--- src/apb_pkg.sv ---
package apb_pkg;

   ////////////////////////////////////////////////
   // APB bus types
   ////////////////////////////////////////////////

   typedef logic [7:0]  addr_t;   // Byte address, word aligned offsets
   typedef logic [31:0] data_t;

   // Master to slave
   typedef struct packed {
      logic  psel;
      logic  penable;
      logic  pwrite;
      addr_t paddr;
      data_t pwdata;
   } apb_req_t;

   // Slave to master
   typedef struct packed {
      data_t prdata;
      logic  pready;    // Tied high, no wait states
      logic  pslverr;   // Unmapped offset
   } apb_rsp_t;

   ////////////////////////////////////////////////
   // Register map
   ////////////////////////////////////////////////

   localparam addr_t REG_A    = 8'h00;  // RW, register A contents
   localparam addr_t REG_B    = 8'h04;  // RW, register B stored value
   localparam addr_t BUS_CTRL = 8'h08;  // RW, [1:0] bus_sel, [2] latch_en
   localparam addr_t CLEAR_A  = 8'h0C;  // WO, any write clears A
   localparam addr_t JK_LEVEL = 8'h10;  // RW, nibble per flop
   localparam addr_t JK_PULSE = 8'h14;  // WO, [1:0] clock edge per flop
   localparam addr_t STATUS   = 8'h18;  // RO, bus, latch and flags

   // STATUS field positions
   localparam int STAT_BUS_LSB   = 0;
   localparam int STAT_LATCH_LSB = 8;
   localparam int STAT_FLAG_LSB  = 16;

endpackage

--- src/chip_pkg.sv ---
package chip_pkg;

   ////////////////////////////////////////////////
   // Storage chip types
   ////////////////////////////////////////////////

   // One octal register word, as in the 74x273 / 74x564
   typedef logic [7:0] octal_t;

   // Control pins of one 74x112 half, bit 3 down to bit 0
   // Layout matches one JK_LEVEL nibble
   typedef struct packed {
      logic set_n;   // Active low preset
      logic rst_n;   // Active low clear
      logic j;
      logic k;
   } jk_ctrl_t;

   // Both outputs kept apart, they can go low together
   typedef struct packed {
      logic q;
      logic qn;
   } flag_t;

   // Idle pins, no forcing and JK hold
   localparam jk_ctrl_t JK_CTRL_IDLE = '{set_n: 1'b1, rst_n: 1'b1, j: 1'b0, k: 1'b0};

   ////////////////////////////////////////////////
   // Data bus source select
   ////////////////////////////////////////////////

   typedef logic [1:0] bus_sel_t;

   localparam bus_sel_t SEL_NONE  = 2'd0;  // Pulled up, reads all ones
   localparam bus_sel_t SEL_A     = 2'd1;  // 74x273 register
   localparam bus_sel_t SEL_B     = 2'd2;  // 74x564, inverted
   localparam bus_sel_t SEL_LATCH = 2'd3;  // 74x373 follower

endpackage

--- src/chip_bank_regs.sv ---
`timescale 1ns/1ps

// APB register block for the chip bank
// Decodes accesses into storage strobes, keeps BUS_CTRL and JK_LEVEL,
// drives the data bus mux and builds the readback
module chip_bank_regs #(
   parameter int BUS_W = 8
) (
   input  logic                     clk,
   input  logic                     rst,
   input  apb_pkg::apb_req_t        apb_req,
   output apb_pkg::apb_rsp_t        apb_rsp,
   output logic                     a_load,
   output logic                     a_clear,
   output logic                     b_load,
   output logic [BUS_W-1:0]         a_wdata,
   output logic [BUS_W-1:0]         b_wdata,
   output logic                     latch_en,
   output chip_pkg::jk_ctrl_t [1:0] jk_ctrl,
   output logic [1:0]               jk_clk,
   input  logic [BUS_W-1:0]         a_q,
   input  logic [BUS_W-1:0]         b_q,      // Already inverted by the 564
   input  logic [BUS_W-1:0]         latch_q,
   input  chip_pkg::flag_t [1:0]    flags,
   output logic [BUS_W-1:0]         data_bus
);

   logic                     acc;        // Access phase
   logic                     wr_en;
   logic                     rd_en;
   logic                     mapped;
   chip_pkg::bus_sel_t       bus_sel;
   chip_pkg::jk_ctrl_t [1:0] jk_level;
   logic [BUS_W-1:0]         b_val;      // Stored value of B
   logic [3:0]               flag_bits;
   apb_pkg::data_t           status;
   apb_pkg::data_t           rd_data;

   ////////////////////////////////////////////////
   // Access decode
   ////////////////////////////////////////////////

   assign acc   = apb_req.psel && apb_req.penable;
   assign wr_en = acc && apb_req.pwrite;
   assign rd_en = acc && !apb_req.pwrite;

   // Storage strobes, live only in the access cycle
   // so the chip loads on the edge that ends it
   assign a_load  = wr_en && (apb_req.paddr == apb_pkg::REG_A);
   assign a_clear = wr_en && (apb_req.paddr == apb_pkg::CLEAR_A);
   assign b_load  = wr_en && (apb_req.paddr == apb_pkg::REG_B);

   assign a_wdata = apb_req.pwdata[BUS_W-1:0];
   assign b_wdata = apb_req.pwdata[BUS_W-1:0];

   ////////////////////////////////////////////////
   // Control registers
   ////////////////////////////////////////////////

   always_ff @(posedge clk) begin
      if (!rst) begin
         bus_sel  <= chip_pkg::SEL_NONE;
         latch_en <= 1'b0;
         jk_level <= {chip_pkg::JK_CTRL_IDLE, chip_pkg::JK_CTRL_IDLE};
         jk_clk   <= 2'b00;
      end else begin
         jk_clk <= 2'b00;   // Pulse lasts one cycle
         if (wr_en) begin
            case (apb_req.paddr)
               apb_pkg::BUS_CTRL: begin
                  bus_sel  <= apb_req.pwdata[1:0];
                  latch_en <= apb_req.pwdata[2];
               end
               apb_pkg::JK_LEVEL: jk_level <= apb_req.pwdata[7:0];  // Flop 0 in [3:0]
               apb_pkg::JK_PULSE: jk_clk   <= apb_req.pwdata[1:0];  // Edge lands next cycle
               default: ;    // Strobed regs, STATUS and holes
            endcase
         end
      end
   end

   assign jk_ctrl = jk_level;

   ////////////////////////////////////////////////
   // Data bus
   ////////////////////////////////////////////////

   // Stands in for the tri-state bus, nobody driving reads as pull-ups
   always_comb begin
      case (bus_sel)
         chip_pkg::SEL_A:     data_bus = a_q;
         chip_pkg::SEL_B:     data_bus = b_q;      // Complement of stored B
         chip_pkg::SEL_LATCH: data_bus = latch_q;
         default:             data_bus = '1;       // SEL_NONE
      endcase
   end

   ////////////////////////////////////////////////
   // Readback
   ////////////////////////////////////////////////

   assign b_val = ~b_q;   // Undo the 564 inversion

   // Flags as q0, qn0, q1, qn1 from bit 16 up
   assign flag_bits = {flags[1].qn, flags[1].q, flags[0].qn, flags[0].q};

   always_comb begin
      status = '0;
      status[apb_pkg::STAT_BUS_LSB   +: 8] = chip_pkg::octal_t'(data_bus);
      status[apb_pkg::STAT_LATCH_LSB +: 8] = chip_pkg::octal_t'(latch_q);
      status[apb_pkg::STAT_FLAG_LSB  +: 4] = flag_bits;
   end

   always_comb begin
      rd_data = '0;
      mapped  = 1'b1;
      case (apb_req.paddr)
         apb_pkg::REG_A:    rd_data = apb_pkg::data_t'(a_q);
         apb_pkg::REG_B:    rd_data = apb_pkg::data_t'(b_val);
         apb_pkg::BUS_CTRL: rd_data = apb_pkg::data_t'({latch_en, bus_sel});
         apb_pkg::JK_LEVEL: rd_data = apb_pkg::data_t'(jk_level);
         apb_pkg::STATUS:   rd_data = status;
         apb_pkg::CLEAR_A,
         apb_pkg::JK_PULSE: rd_data = '0;      // Write only, read as zero
         default:           mapped  = 1'b0;
      endcase
   end

   // No wait states, error only on a hole in the map
   assign apb_rsp.prdata  = rd_en ? rd_data : '0;
   assign apb_rsp.pready  = 1'b1;
   assign apb_rsp.pslverr = acc && !mapped;

   ////////////////////////////////////////////////
   // Checks
   ////////////////////////////////////////////////

   // Access phase only exists inside a selected transfer
   a_penable_needs_psel : assert property (
      @(posedge clk) disable iff (!rst)
      apb_req.penable |-> apb_req.psel
   ) else $error("chip_bank_regs: penable without psel");

endmodule

--- src/chip_bank_top.sv ---
`timescale 1ns/1ps

// Chip bank top level
// APB register block steering the 273, 564, 373 and 112 models
module chip_bank_top #(
   parameter int BUS_W = 8
) (
   input  logic                   clk,
   input  logic                   rst,
   input  apb_pkg::apb_req_t      apb_req,
   output apb_pkg::apb_rsp_t      apb_rsp,
   input  logic [BUS_W-1:0]       bus_in,
   input  logic                   capture,
   output logic [BUS_W-1:0]       data_bus,
   output chip_pkg::flag_t [1:0]  flags
);

   // Regs block to storage
   logic                     a_load;
   logic                     a_clear;
   logic                     b_load;
   logic [BUS_W-1:0]         a_wdata;
   logic [BUS_W-1:0]         b_wdata;
   logic                     latch_en;
   chip_pkg::jk_ctrl_t [1:0] jk_ctrl;
   logic [1:0]               jk_clk;

   // Storage back to the bus mux
   logic [BUS_W-1:0]         a_q;
   logic [BUS_W-1:0]         b_q;
   logic [BUS_W-1:0]         latch_q;

   chip_bank_regs #(.BUS_W(BUS_W)) u_regs (
      .clk      (clk),
      .rst      (rst),
      .apb_req  (apb_req),
      .apb_rsp  (apb_rsp),
      .a_load   (a_load),
      .a_clear  (a_clear),
      .b_load   (b_load),
      .a_wdata  (a_wdata),
      .b_wdata  (b_wdata),
      .latch_en (latch_en),
      .jk_ctrl  (jk_ctrl),
      .jk_clk   (jk_clk),
      .a_q      (a_q),
      .b_q      (b_q),
      .latch_q  (latch_q),
      .flags    (flags),
      .data_bus (data_bus)
   );

   // 74x273, also captures straight from bus_in
   octal_register #(.BUS_W(BUS_W), .INVERT(1'b0)) reg_a (
      .clk     (clk),
      .rst     (rst),
      .load    (a_load),
      .clear   (a_clear),
      .capture (capture),
      .wdata   (a_wdata),
      .bus_in  (bus_in),
      .q       (a_q)
   );

   // 74x564, no clear and no capture path
   octal_register #(.BUS_W(BUS_W), .INVERT(1'b1)) reg_b (
      .clk     (clk),
      .rst     (rst),
      .load    (b_load),
      .clear   (1'b0),
      .capture (1'b0),
      .wdata   (b_wdata),
      .bus_in  ({BUS_W{1'b0}}),
      .q       (b_q)
   );

   transparent_latch #(.BUS_W(BUS_W)) u_latch (
      .clk      (clk),
      .rst      (rst),
      .latch_en (latch_en),
      .bus_in   (bus_in),
      .latch_q  (latch_q)
   );

   jk_flag_pair u_jk (
      .clk    (clk),
      .rst    (rst),
      .ctrl   (jk_ctrl),
      .jk_clk (jk_clk),
      .flags  (flags)
   );

endmodule

--- src/jk_flag_pair.sv ---
`timescale 1ns/1ps

// Dual JK flag flip-flop after the 74x112
//
//   set_n rst_n | jk_clk | j k | q    qn
//   ------------+--------+-----+-----------
//     0     0   |   x    | x x | 0    0
//     0     1   |   x    | x x | 1    0
//     1     0   |   x    | x x | 0    1
//     1     1   |   1    | 0 0 | hold
//     1     1   |   1    | 0 1 | 0    1
//     1     1   |   1    | 1 0 | 1    0
//     1     1   |   1    | 1 1 | toggle
//     1     1   |   0    | x x | hold, qn re-synced to ~q
module jk_flag_pair (
   input  logic                   clk,
   input  logic                   rst,
   input  chip_pkg::jk_ctrl_t [1:0] ctrl,
   input  logic [1:0]             jk_clk,   // One-cycle edge per flop
   output chip_pkg::flag_t [1:0]  flags
);

   // q and qn held apart so the both-low state is visible
   logic [1:0] q_r;
   logic [1:0] qn_r;

   genvar i;

   generate
      for (i = 0; i < 2; i++) begin : g_flop

         ////////////////////////////////////////////////
         // One 74x112 half
         ////////////////////////////////////////////////

         always_ff @(posedge clk) begin
            if (!rst) begin
               q_r[i]  <= 1'b0;
               qn_r[i] <= 1'b1;
            end else begin
               case ({ctrl[i].set_n, ctrl[i].rst_n})
                  2'b00: begin          // Both forced, outputs both low
                     q_r[i]  <= 1'b0;
                     qn_r[i] <= 1'b0;
                  end
                  2'b01: begin          // Preset
                     q_r[i]  <= 1'b1;
                     qn_r[i] <= 1'b0;
                  end
                  2'b10: begin          // Clear
                     q_r[i]  <= 1'b0;
                     qn_r[i] <= 1'b1;
                  end
                  default: begin
                     // Released, qn follows whatever q was left at
                     qn_r[i] <= ~q_r[i];
                     if (jk_clk[i]) begin
                        case ({ctrl[i].j, ctrl[i].k})
                           2'b01: begin
                              q_r[i]  <= 1'b0;
                              qn_r[i] <= 1'b1;
                           end
                           2'b10: begin
                              q_r[i]  <= 1'b1;
                              qn_r[i] <= 1'b0;
                           end
                           2'b11: begin       // Toggle
                              q_r[i]  <= ~q_r[i];
                              qn_r[i] <= q_r[i];
                           end
                           default: ;         // Hold
                        endcase
                     end
                  end
               endcase
            end
         end

         assign flags[i].q  = q_r[i];
         assign flags[i].qn = qn_r[i];

         // Once released, outputs are complementary from the next edge on
         a_complement : assert property (
            @(posedge clk) disable iff (!rst)
            (ctrl[i].set_n && ctrl[i].rst_n) |=> (flags[i].qn == !flags[i].q)
         ) else $error("jk_flag_pair: flop %0d q/qn not complementary", i);

      end
   endgenerate

endmodule

--- src/octal_register.sv ---
`timescale 1ns/1ps

// Octal D register, one model for both the 74x273 and the 74x564
// Priority: clear, then load, then capture
module octal_register #(
   parameter int BUS_W  = 8,
   parameter bit INVERT = 1'b0   // Set for the 74x564 style output
) (
   input  logic             clk,
   input  logic             rst,
   input  logic             load,     // APB write of the register
   input  logic             clear,    // APB clear strobe
   input  logic             capture,  // External clock enable
   input  logic [BUS_W-1:0] wdata,
   input  logic [BUS_W-1:0] bus_in,
   output logic [BUS_W-1:0] q
);

   logic [BUS_W-1:0] stored;

   ////////////////////////////////////////////////
   // Storage
   ////////////////////////////////////////////////

   always_ff @(posedge clk) begin
      if (!rst) begin
         stored <= '0;
      end else if (clear) begin
         stored <= '0;          // Like /CLR on the 273
      end else if (load) begin
         stored <= wdata;       // APB access beats capture
      end else if (capture) begin
         stored <= bus_in;
      end
   end

   // Output stage
   // The 564 drives the complement of what it holds
   generate
      if (INVERT) begin : g_inv
         assign q = ~stored;
      end else begin : g_true
         assign q = stored;
      end
   endgenerate

   ////////////////////////////////////////////////
   // Checks
   ////////////////////////////////////////////////

   // Clear and load come from different offsets of one APB access,
   // so the regs block can never raise both
   a_clear_load_excl : assert property (
      @(posedge clk) disable iff (!rst)
      !(clear && load)
   ) else $error("octal_register: clear and load in the same cycle");

endmodule

--- src/transparent_latch.sv ---
`timescale 1ns/1ps

// 74x373 latch bank as a clocked follower
// Enabled: samples bus_in each edge, so q trails the input by a cycle
// Disabled: holds the last sample
module transparent_latch #(
   parameter int BUS_W = 8
) (
   input  logic             clk,
   input  logic             rst,
   input  logic             latch_en,   // High is the transparent phase
   input  logic [BUS_W-1:0] bus_in,
   output logic [BUS_W-1:0] latch_q
);

   ////////////////////////////////////////////////
   // Follower register
   ////////////////////////////////////////////////

   always_ff @(posedge clk) begin
      if (!rst) begin
         latch_q <= '0;
      end else if (latch_en) begin
         latch_q <= bus_in;   // Follow
      end
   end

   ////////////////////////////////////////////////
   // Checks
   ////////////////////////////////////////////////

   // Closed latch must not move, whatever bus_in does
   a_hold_when_closed : assert property (
      @(posedge clk) disable iff (!rst)
      !latch_en |=> $stable(latch_q)
   ) else $error("transparent_latch: latch_q moved while disabled");

endmodule

--- config.mk ---
export PLATFORM = sky130hd
export DESIGN_NAME = chip_bank_top
export DESIGN_NICKNAME = d
export VERILOG_FILES = /design/src/apb_pkg.sv /design/src/chip_pkg.sv /design/src/chip_bank_regs.sv /design/src/chip_bank_top.sv /design/src/jk_flag_pair.sv /design/src/octal_register.sv /design/src/transparent_latch.sv
export SDC_FILE = /design/constraint.sdc
export NUM_CORES = 1
export LEC_CHECK = 0
export BUFFER_PORTS_ARGS = -buffer_cell sky130_fd_sc_hd__buf_4
export CELL_PAD_IN_SITES_DETAIL_PLACEMENT = 0
export CELL_PAD_IN_SITES_GLOBAL_PLACEMENT = 2
export CORE_MARGIN = 5
export CORE_UTILIZATION = 27
export DETAILED_ROUTE_END_ITERATION = 16
export GPL_TIMING_DRIVEN = 0
export PLACE_DENSITY = 0.85
export SLEW_MARGIN = 20
export SYNTH_ARGS = -nofsm -noshare
export SYNTH_HDL_FRONTEND = slang
export SYNTH_SLANG_ARGS = --single-unit
--- constraint.sdc ---
create_clock -name clk -period 2.05 [get_ports clk]
set_input_delay 0.1025 -clock clk [delete_from_list [all_inputs] [get_ports clk]]
set_output_delay 0.1025 -clock clk [all_outputs]
set_load 0.05 [all_outputs]
==> impl_metrics.ini, run 1 <==
[placed_design]
port_buffers = 60
postPlaceCellArea_mm2 = 0.00316
place.gp.congestion = 0.810
dp_hpwl_um = 6160

[synthesis]
netlist_area_mm2 = 0.00248
yosys_warnings = 0
synth_sequential_area_ratio = 0.331
ys_dominant_reg_cell = sky130_fd_sc_hd__dfxtp_1
synthCells = 290
synth_cell_types = 42
synth-edff-count = 0
ys_async_sr_fraction = 0
post_synthesis_register_bit_count = 41
syn_avg_cell_area_um2 = 8.56

[floorplan]
die_height_um = 106
design.die.area_mm2 = 0.0112
num_rows = 35
top_level_ports = 100
fp.dieW_um = 106
initial_core_util = 0.272
core-area_mm2 = 0.00911

[clock_tree]
cts_tree = yes
cts_htree_levels = 2
cts_root_buf = sky130_fd_sc_hd__clkbuf_8
clk_latency_ns = 0.30
cts-root-to-sink-buffers = 2
numCtsBuffers = 5
clock_sink_count = 41
cts_hold_buffers = 0
path_clk_slew_ns = 0.08

[final_layout]
total_nets_final = 427
drive_gt1_frac = 0.303
antenna_cells_inserted = 0
postLayoutCellArea_mm2 = 0.00329
finish.utilization = 0.362
final.fill_count = 976
flow.area_growth_from_synthesis_pct = 32.7

[detailed_routing]
post-route-drc-count = 0
detail-route-antenna-nets = 0
route.final.wire_length_um = 7930
number_of_vias_after_detailed_routing = 2352
wl_per_cell_um = 16.5
total_iterations_of_the_first_detailed_routing_run = 4
viasPerCell = 4.89
initialDrtViolationCount = 137

[critical_path]
critical_path_class = reg2out
cp_cell_sequence = clkbuf_1 -> o2111ai_1 -> a21oi_1 -> buf_4
worst_ep_required_time_ns = 1.95
crit_path_max_fanout = 10
crit_slowest_cell = sky130_fd_sc_hd__clkbuf_1
startpoint = u_regs.latch_en$_SDFFE_PN0P_
rr_worst_depth = 6
end_kind = primary output
timing.rr.end = u_jk.flags[3]$_SDFFE_PN0P_
max_stage_delay_ns = 0.54
crit_arrival_ns = 1.83
regToRegSetupSlack_ns = 0.63
kind_of_start_point_of_the_critical_path = flip-flop
launching_point_of_the_worst_reg2reg_path = u_regs.jk_ctrl[4]$_SDFFE_PN0P_
timing_endpoint_of_the_critical_path = apb_rsp[4]

[status]
run_status = finished clean

[sta]
timing.final.setup_violations = 0
tightestPinTransition_ns = 0.717
rsz0062_at_grt = false
layout_min_cycle_time_ns = 1.93
hold_viol = 0
hold_slack_ns = 0.0492
clock_skew_ns = 0.00477
max_freq_ghz = 0.517
totalNegativeSetupSlack_ns = 0
maxSlewHeadroom = 0.522
timing_max_transition_violations_final = 0
post-route-period-util = 0.944

[pwr]
finalPower_uw = 1580
power.density_cell_area_mw_per_mm2 = 480
vdd_drop_max_mv = 0.202
static-leakage-power_uw = 0.00143

[global_route]
via_count_of_the_first_global_routing_pass = 2392
grt_use_total = 0.143
grt_pass1_wl_um = 12800
initial_antenna_violation_count = 0
maximum_number_of_pins_on_one_net_before_global_route_repair = 13
grt_overflow = 0

[hold_path]
worst_hold_path.num_cells = 3
holdCritPathClass = in2reg

[flow_run]
cap_viol_max_count = 0
-- layer usage --
| layer | vias to the layer above | global-route usage | share of wire |
|---|---|---|---|
| met5 | - | 0 | 0 |
| met4 | 0 | 0.0435 | 0.015 |
| met3 | 10 | 0.0306 | 0.061 |
| met2 | 81 | 0.232 | 0.46 |
| met1 | 1082 | 0.191 | 0.46 |
| li1 | 1179 | - | - |
-- final cells by class --
cell class	instances	area (um^2)	area share
Timing Repair Buffer	62	465	0.141
Clock buffer	6	72.6	0.0220
Multi-Input combinational cell	218	1560	0.474
Inverter	7	26.3	0.00798
Sequential cell	41	823	0.250
Tap cell	111	139	0.0422
Buffer	34	196	0.0597
Clock inverter	2	10.0	0.00304
-- critical path: cells and delay by family, from the launching register on --
kind	cells	cell delay (ns)
AO/OA/AOI/OAI	2	0.45
buffers and inverters	2	0.77
flip-flops	1	0.31
-- how the worst min path moves through the flow --
stage | from | endpoint | slack (ns)
CTS | bus_in[0] | u_latch.latch_q[0]$_SDFFE_PN0P_ | 0.05
finish | bus_in[0] | u_latch.latch_q[0]$_SDFFE_PN0P_ | 0.05
floorplan | apb_req[3] | u_regs.jk_ctrl[3]$_SDFFE_PN1P_ | 0.23
detailed placement | bus_in[0] | u_latch.latch_q[0]$_SDFFE_PN0P_ | 0.36
global route | bus_in[1] | u_latch.latch_q[1]$_SDFFE_PN0P_ | 0.06
global placement | bus_in[0] | u_latch.latch_q[0]$_SDFFE_PN0P_ | 0.35
-- cells by family after synthesis --
group,after synthesis,share of synthesized area
compound gates,54,0.155
fa+ha+maj,4,0.0202
buf+inv,42,0.0893
flops,41,0.331
mux,47,0.190
other cells,2,0.00303
simple gates,100,0.212
-- where the power goes --
part / switching (uW) / internal, uW
Sequential: 9.12 / 805
Combinational: 154 / 91.0
Clock: 285 / 236
Total: 448 / 1130
-- stage by stage --
| step | setup WS (ns) | std cells |
|---|---|---|
| after floorplan | -0.0747 | 301 |
| after global placement | -0.256 | 472 |
| after detailed placement | -0.259 | 472 |
| after CTS | 0.0136 | 481 |
| after global routing | 0.0327 | 481 |
| final | 0.115 | 481 |
-- synth_stat cells, types with 2 or more instances --
library cell / count / area share
sky130_fd_sc_hd__nor3_2: 2 / 0.0081
sky130_fd_sc_hd__o31ai_1: 2 / 0.0060
sky130_fd_sc_hd__o21ai_1: 2 / 0.0040
sky130_fd_sc_hd__and3_1: 14 / 0.035
sky130_fd_sc_hd__nand2_1: 19 / 0.029
sky130_fd_sc_hd__nor2b_1: 2 / 0.0050
sky130_fd_sc_hd__dfxtp_1: 41 / 0.33
sky130_fd_sc_hd__a21oi_1: 10 / 0.020
sky130_fd_sc_hd__conb_1: 2 / 0.0030
sky130_fd_sc_hd__buf_4: 13 / 0.039
sky130_fd_sc_hd__o2111ai_1: 2 / 0.0071
sky130_fd_sc_hd__o2bb2ai_1: 8 / 0.028
sky130_fd_sc_hd__mux2i_1: 47 / 0.19
sky130_fd_sc_hd__a211oi_1: 8 / 0.024
sky130_fd_sc_hd__o21ai_0: 3 / 0.0060
sky130_fd_sc_hd__and3b_1: 3 / 0.011
sky130_fd_sc_hd__nor2_1: 37 / 0.056
sky130_fd_sc_hd__and4_1: 2 / 0.0071
sky130_fd_sc_hd__a22oi_1: 12 / 0.036
sky130_fd_sc_hd__nand3_1: 11 / 0.022
sky130_fd_sc_hd__inv_1: 7 / 0.011
sky130_fd_sc_hd__clkbuf_1: 14 / 0.021
sky130_fd_sc_hd__buf_2: 6 / 0.012
sky130_fd_sc_hd__ha_1: 4 / 0.020
sky130_fd_sc_hd__nor3b_1: 2 / 0.0060
-- placed cells by master, fill, tap and decap left out, drive strengths merged, types with 8 or more instances in the layout --
cell type	instances
a211oi	8
a21oi	10
a22oi	12
and3	14
buf	83
clkbuf	19
conb	13
dfxtp	41
mux2i	47
nand2	19
nand3	11
nor2	37
o2bb2ai	8
-- sequential cells by signal, indices dropped and copies added (netlist names) --
register         flops
u_regs.bus_sel       2
u_regs.jk_ctrl       8
reg_b.stored         8
u_latch.latch_q      8
u_regs.jk_clk        2
u_regs.latch_en      1
u_jk.flags           4
reg_a.q              8
-- repair_timing --
action / 4_1_cts / 5_1_grt
pin swaps: 1 / 0
endpoints found under the setup margin: 8 / 7
resized for setup: 5 / 5
setup buffers: 2 / 0
hold endpoints to repair: 0 / 0
(Power assumes the default switching activity.)
==> inputs of run 2 (changes only) <==
Settings changed: CORE_UTILIZATION 27 to 24, PLACE_DENSITY 0.85 to 0.8.
Clock period 2.05 ns to 1.7 ns, I/O delays scaled along.
==> impl_metrics.ini, run 2 (synthesis gave the netlist of run 1 again) <==
[final_layout]
flow.area_growth_from_synthesis_pct = 47.6
drive_gt1_frac = 0.361
total_nets_final = 437
most_frequent_standard_cell_in_the_layout_excluding_fill_and_tap_cells = sky130_fd_sc_hd__buf_4
finish.utilization = 0.360
most_frequent_cells_in_the_layout = sky130_fd_sc_hd__buf_4, sky130_fd_sc_hd__mux2i_1, sky130_fd_sc_hd__dfxtp_1, sky130_fd_sc_hd__nor2_1, sky130_fd_sc_hd__nand2_1
postLayoutCellArea_mm2 = 0.00366
antenna_cells_inserted = 0

[critical_path]
max_stage_delay_ns = 0.34
cp_cell_sequence = buf_8 -> buf_12 -> mux2i_2 -> a22oi_2 -> a22oi_2 -> nor2_4 -> buf_6
crit_path_frequent_cell = sky130_fd_sc_hd__a22oi_2
crit_path_max_fanout = 7
cp.buffers_inverters = 3
kind_of_start_point_of_the_critical_path = flip-flop
cpLargestDelayFamily = buffers and inverters
crit_slowest_cell = sky130_fd_sc_hd__dfxtp_2
end_kind = primary output
crit_arrival_ns = 1.66
critical_path_class = reg2out
worst_ep_required_time_ns = 1.62

[placed_design]
place.gp.congestion = 0.836
port_buffers = 60
dp_hpwl_um = 6440
postPlaceCellArea_mm2 = 0.00329

[detailed_routing]
post-route-drc-count = 0
wl_per_cell_um = 16.0
total_iterations_of_the_first_detailed_routing_run = 4
detail-route-antenna-nets = 0
number_of_vias_after_detailed_routing = 2385
route.final.wire_length_um = 8260
initialDrtViolationCount = 93
viasPerCell = 4.63

[sta]
maxSlewHeadroom = 0.592
clock_skew_ns = 0.0112
tightestPinTransition_ns = 0.612
post-route-period-util = 1.03
setup_slack_ns = -0.0476
max_freq_ghz = 0.572
layout_min_cycle_time_ns = 1.75
timing_max_transition_violations_final = 0
rsz0062_at_grt = true
totalNegativeSetupSlack_ns = -0.208
timing.final.setup_violations = 6
hold_viol = 0

[status]
run_status = finished, violations left
violations = negative setup slack

[flow_run]
cap_viol_max_count = 0

[pwr]
vdd_drop_max_mv = 0.259
power.density_cell_area_mw_per_mm2 = 530
static-leakage-power_uw = 0.00153

[floorplan]
core-area_mm2 = 0.0102
num_rows = 37
top_level_ports = 100
fp.dieW_um = 112
die_height_um = 112
design.die.area_mm2 = 0.0125
initial_core_util = 0.244

[clock_tree]
cts_htree_levels = 2
cts_tree = yes
clk_latency_ns = 0.29
clock_sink_count = 41
path_clk_slew_ns = 0.08
numCtsBuffers = 5
cts_root_buf = sky130_fd_sc_hd__clkbuf_8
cts_hold_buffers = 0
cts-root-to-sink-buffers = 2

[global_route]
grt_overflow = 0
grt_use_total = 0.132
initial_antenna_violation_count = 0
maximum_number_of_pins_on_one_net_before_global_route_repair = 12
grt_pass1_wl_um = 13300
via_count_of_the_first_global_routing_pass = 2497

[hold_path]
holdCritPathClass = in2reg
-- run 2: report_power, final --
group	leakage, uW	switching (uW)	internal, uW	total [uW]
Sequential	0.000333	12.7	971	984
Combinational	0.00115	195	119	314
Clock	0.0000443	320	322	642
Total	0.00153	528	1410	1940
-- run 2: final timing paths --
path	from	to	slack (ns)	cells after the start
worst min register to register	u_regs.jk_ctrl[6]$_SDFFE_PN1P_	u_jk.flags[3]$_SDFFE_PN0P_	0.50	2
worst max register to register	u_regs.jk_ctrl[4]$_SDFFE_PN0P_	u_jk.flags[3]$_SDFFE_PN0P_	0.26	6
worst min-delay path	bus_in[2]	u_latch.latch_q[2]$_SDFFE_PN0P_	0.04	3
worst max-delay path	u_regs.bus_sel[1]$_SDFFE_PN0P_	apb_rsp[5]	-0.05	7
-- run 2: per-stage QoR --
stage / total power (uW) / cells / hold WS [ns] / setup slack [ns]
final: 1940 / 515 / 0.0403 / -0.0476
after floorplan: 1190 / 301 / 0.213 / -0.197
after detailed placement: 1300 / 497 / 0.342 / -0.557
after global placement: 1300 / 497 / 0.337 / -0.546
after CTS: 1960 / 509 / 0.0362 / -0.0864
after global routing: 2030 / 515 / 0.0475 / -0.127
-- run 2: area by class of cell --
cell class	instances	area [um^2]
fill	1070	6520
tap	136	170
timing repair buffer	74	622
sequential	41	823
inverter	7	26.3
buffer	32	221
multi-input combinational	218	1710
clock buffer	7	86.3
-- run 2: worst register-to-register path: stages, from the launching register on --
cell and delay (ns):
sky130_fd_sc_hd__dfxtp_1 0.38, sky130_fd_sc_hd__inv_1 0.08, sky130_fd_sc_hd__ha_1 0.32, sky130_fd_sc_hd__nor3b_1 0.23
sky130_fd_sc_hd__a21oi_1 0.06, sky130_fd_sc_hd__o221ai_1 0.16, sky130_fd_sc_hd__a21oi_1 0.09
-- run 2: what timing repair did --
| item | in CTS | in global routing |
|---|---|---|
| resized for setup | 30 | 16 |
| gates cloned | 0 | 1 |
| setup endpoints to repair | 26 | 21 |
| setup buffers | 8 | 5 |
| pin swaps | 14 | 10 |
-- run 2: per-layer routing --
metal	share of wire	GRT usage	vias up
li1	-	-	1199
met5	0	0	-
met3	0.036	0.0228	12
met1	0.46	0.176	1117
met2	0.49	0.223	57
met4	0.014	0.0333	0
==> inputs of run 3 (changes only) <==
Settings changed: CORE_UTILIZATION 24 to 25, PLACE_DENSITY 0.8 to 0.75, SYNTH_HIERARCHICAL from default to 1.
==> impl_metrics.ini, run 3 <==
[status]
run_status = finished clean

[final_layout]
final-seq-area_um2 = 826
most_frequent_cells_in_the_layout = sky130_fd_sc_hd__buf_4, sky130_fd_sc_hd__dfxtp_1, sky130_fd_sc_hd__mux2i_1, sky130_fd_sc_hd__nor2b_1, sky130_fd_sc_hd__conb_1
total_nets_final = 494
drive_gt1_frac = 0.403
flow.area_growth_from_synthesis_pct = 50.3
antenna_cells_inserted = 0
most_frequent_standard_cell_in_the_layout_excluding_fill_and_tap_cells = sky130_fd_sc_hd__buf_4
multiInputGateArea_mm2 = 0.00205
layoutNonFillerInstCount = 577
final.fill_count = 1143

[detailed_routing]
initialDrtViolationCount = 106
detail-route-antenna-nets = 0
number_of_vias_after_detailed_routing = 2665
post-route-drc-count = 0
total_iterations_of_the_first_detailed_routing_run = 4
viasPerCell = 4.62
route.final.wire_length_um = 9980
wl_per_cell_um = 17.3

[pwr]
power.density_cell_area_mw_per_mm2 = 533
vdd_drop_max_mv = 0.326
static-leakage-power_uw = 0.00171
finalPower_uw = 2240

[synthesis]
synth_sequential_area_ratio = 0.294
post_synthesis_register_bit_count = 41
synthCells = 336
leading_cell_type_by_number_of_instances_after_synthesis = sky130_fd_sc_hd__mux2i_1
syn_avg_cell_area_um2 = 8.31
netlist_area_mm2 = 0.00279
ys_async_sr_fraction = 0
synth_cell_types = 40
ys_dominant_reg_cell = sky130_fd_sc_hd__dfxtp_1
synth_common_cells = sky130_fd_sc_hd__mux2i_1, sky130_fd_sc_hd__dfxtp_1, sky130_fd_sc_hd__nor2b_1
yosys_warnings = 6
synth-edff-count = 0
synth_top_area_share = 0.294
synth.top_cells.by_area = sky130_fd_sc_hd__dfxtp_1, sky130_fd_sc_hd__mux2i_1, sky130_fd_sc_hd__buf_4, sky130_fd_sc_hd__nor2b_1, sky130_fd_sc_hd__a211oi_1
post-synth-top-area-cell = sky130_fd_sc_hd__dfxtp_1

[placed_design]
place.gp.congestion = 0.840
dp_hpwl_um = 7340
dp.cells = 556
port_buffers = 60

[floorplan]
design.die.area_mm2 = 0.0134
num_rows = 38
core-area_mm2 = 0.0109
die_height_um = 116
top_level_ports = 100
fp.dieW_um = 116
initial_core_util = 0.256

[global_route]
grt_use_total = 0.151
initial_antenna_violation_count = 0
grt_overflow = 0
maximum_number_of_pins_on_one_net_before_global_route_repair = 18
via_count_of_the_first_global_routing_pass = 2738
grt_pass1_wl_um = 15300

[clock_tree]
cts_htree_levels = 2
cts-root-to-sink-buffers = 2
clk_latency_ns = 0.30
cts_root_buf = sky130_fd_sc_hd__clkbuf_8
cts_tree = yes
numCtsBuffers = 5
path_clk_slew_ns = 0.08
clock_sink_count = 41
cts_hold_buffers = 0

[critical_path]
cpLargestDelayFamily = compound AO/OA/AOI/OAI gates
startpoint = u_regs/bus_sel[1]$_SDFFE_PN0P_
timing.rr.end = u_jk/flags[3]$_SDFFE_PN0P_
end_kind = primary output
rr_worst_depth = 5
regToRegSetupSlack_ns = 0.40
cp.depth = 6
kind_of_start_point_of_the_critical_path = flip-flop
timing_endpoint_of_the_critical_path = apb_rsp[8]
crit_path_max_fanout = 5
max_stage_delay_ns = 0.37
worst_ep_required_time_ns = 1.62
cp_cell_sequence = buf_8 -> mux2i_4 -> a2bb2oi_4 -> a22oi_2 -> a21oi_2 -> buf_6
crit_arrival_ns = 1.61
crit_slowest_cell = sky130_fd_sc_hd__dfxtp_4
launching_point_of_the_worst_reg2reg_path = u_regs/jk_ctrl[4]$_SDFFE_PN0P_
cp.buffers_inverters = 2
critical_path_class = reg2out

[sta]
post-route-period-util = 1.00
clock_skew_ns = 0.00757
hold_viol = 0
timing.final.setup_violations = 0
timing_max_transition_violations_final = 0
layout_min_cycle_time_ns = 1.70
max_freq_ghz = 0.588
rsz0062_at_grt = true

[flow_run]
cap_viol_max_count = 0

[hold_path]
holdCritPathClass = in2reg
-- run 3: cell families (layout without fill, tap and decap cells) --
logic type               after synthesis  after routing  synth area share
flip-flops                            41             41             0.294
adder cells (fa/ha/maj)                4              4            0.0179
buffers and inverters                 67            148             0.139
other                                  3             23           0.00403
multiplexers                          43             43             0.154
AND/OR/NAND/NOR                      116            116             0.236
AO/OA/AOI/OAI                         62             62             0.155
-- run 3: metrics by stage --
stage                util  worst slack [ns]  area (um^2)  hold WS (ns)  TNS, ns
finish              0.385          0.000538         4200        0.0488        0
global route        0.385           -0.0499         4200        0.0543   -0.242
detailed placement  0.338            -0.825         3680         0.355   -21.57
CTS                 0.370           -0.0574         4030        0.0438   -0.217
global placement    0.338             -1.07         3680         0.348   -24.87
floorplan               -            -0.184         3050         0.150   -0.513
-- run 3: worst min-delay path by stage --
stage          slack (ns)        from                        endpoint  depth (start not counted)
6_report             0.05  apb_req[7]  u_regs/jk_ctrl[7]$_SDFFE_PN1P_                          3
3_5_place_dp         0.35  apb_req[7]  u_regs/jk_ctrl[7]$_SDFFE_PN1P_                          3
4_1_cts              0.04  apb_req[7]  u_regs/jk_ctrl[7]$_SDFFE_PN1P_                          3
2_1_floorplan        0.15         rst        u_jk/flags[0]$_SDFF_PN1_                          1
3_3_place_gp         0.35  apb_req[7]  u_regs/jk_ctrl[7]$_SDFFE_PN1P_                          3
5_1_grt              0.05  apb_req[0]     u_regs/jk_clk[0]$_SDFF_PN0_                          3
-- run 3: area by class of cell --
class / count / share of cell area
clock buffers: 6 / 0.0197
plain buffers: 45 / 0.0829
inverters: 20 / 0.0179
flip-flops and latches: 41 / 0.197
repair buffers: 75 / 0.144
clock inverters: 2 / 0.00894
well taps: 140 / 0.0417
multi-input cells: 248 / 0.488
-- run 3: repair_timing --
item                       in CTS  in global routing
resized for setup              46                 30
gates cloned                    1                  0
pin swaps                       5                 14
setup endpoints to repair      45                 34
buffers inserted                7                  7
-- run 3: worst min-delay path, cell delays in order --
cell	delay [ns]
sky130_fd_sc_hd__buf_4	0.10
sky130_fd_sc_hd__nand3_1	0.06
sky130_fd_sc_hd__nand3_1	0.07
-- run 3: power breakdown --
| part | switching (uW) | leakage, uW | internal [uW] |
|---|---|---|---|
| clock network | 365 | 0.0000574 | 478 |
| registers | 16.4 | 0.000334 | 976 |
| logic | 228 | 0.00132 | 173 |
-- run 3: per-layer routing --
layer  track usage  part of all wire
met3        0.0235             0.063
met2         0.253              0.47
met4        0.0340            0.0086
met5             0                 0
met1         0.207              0.46
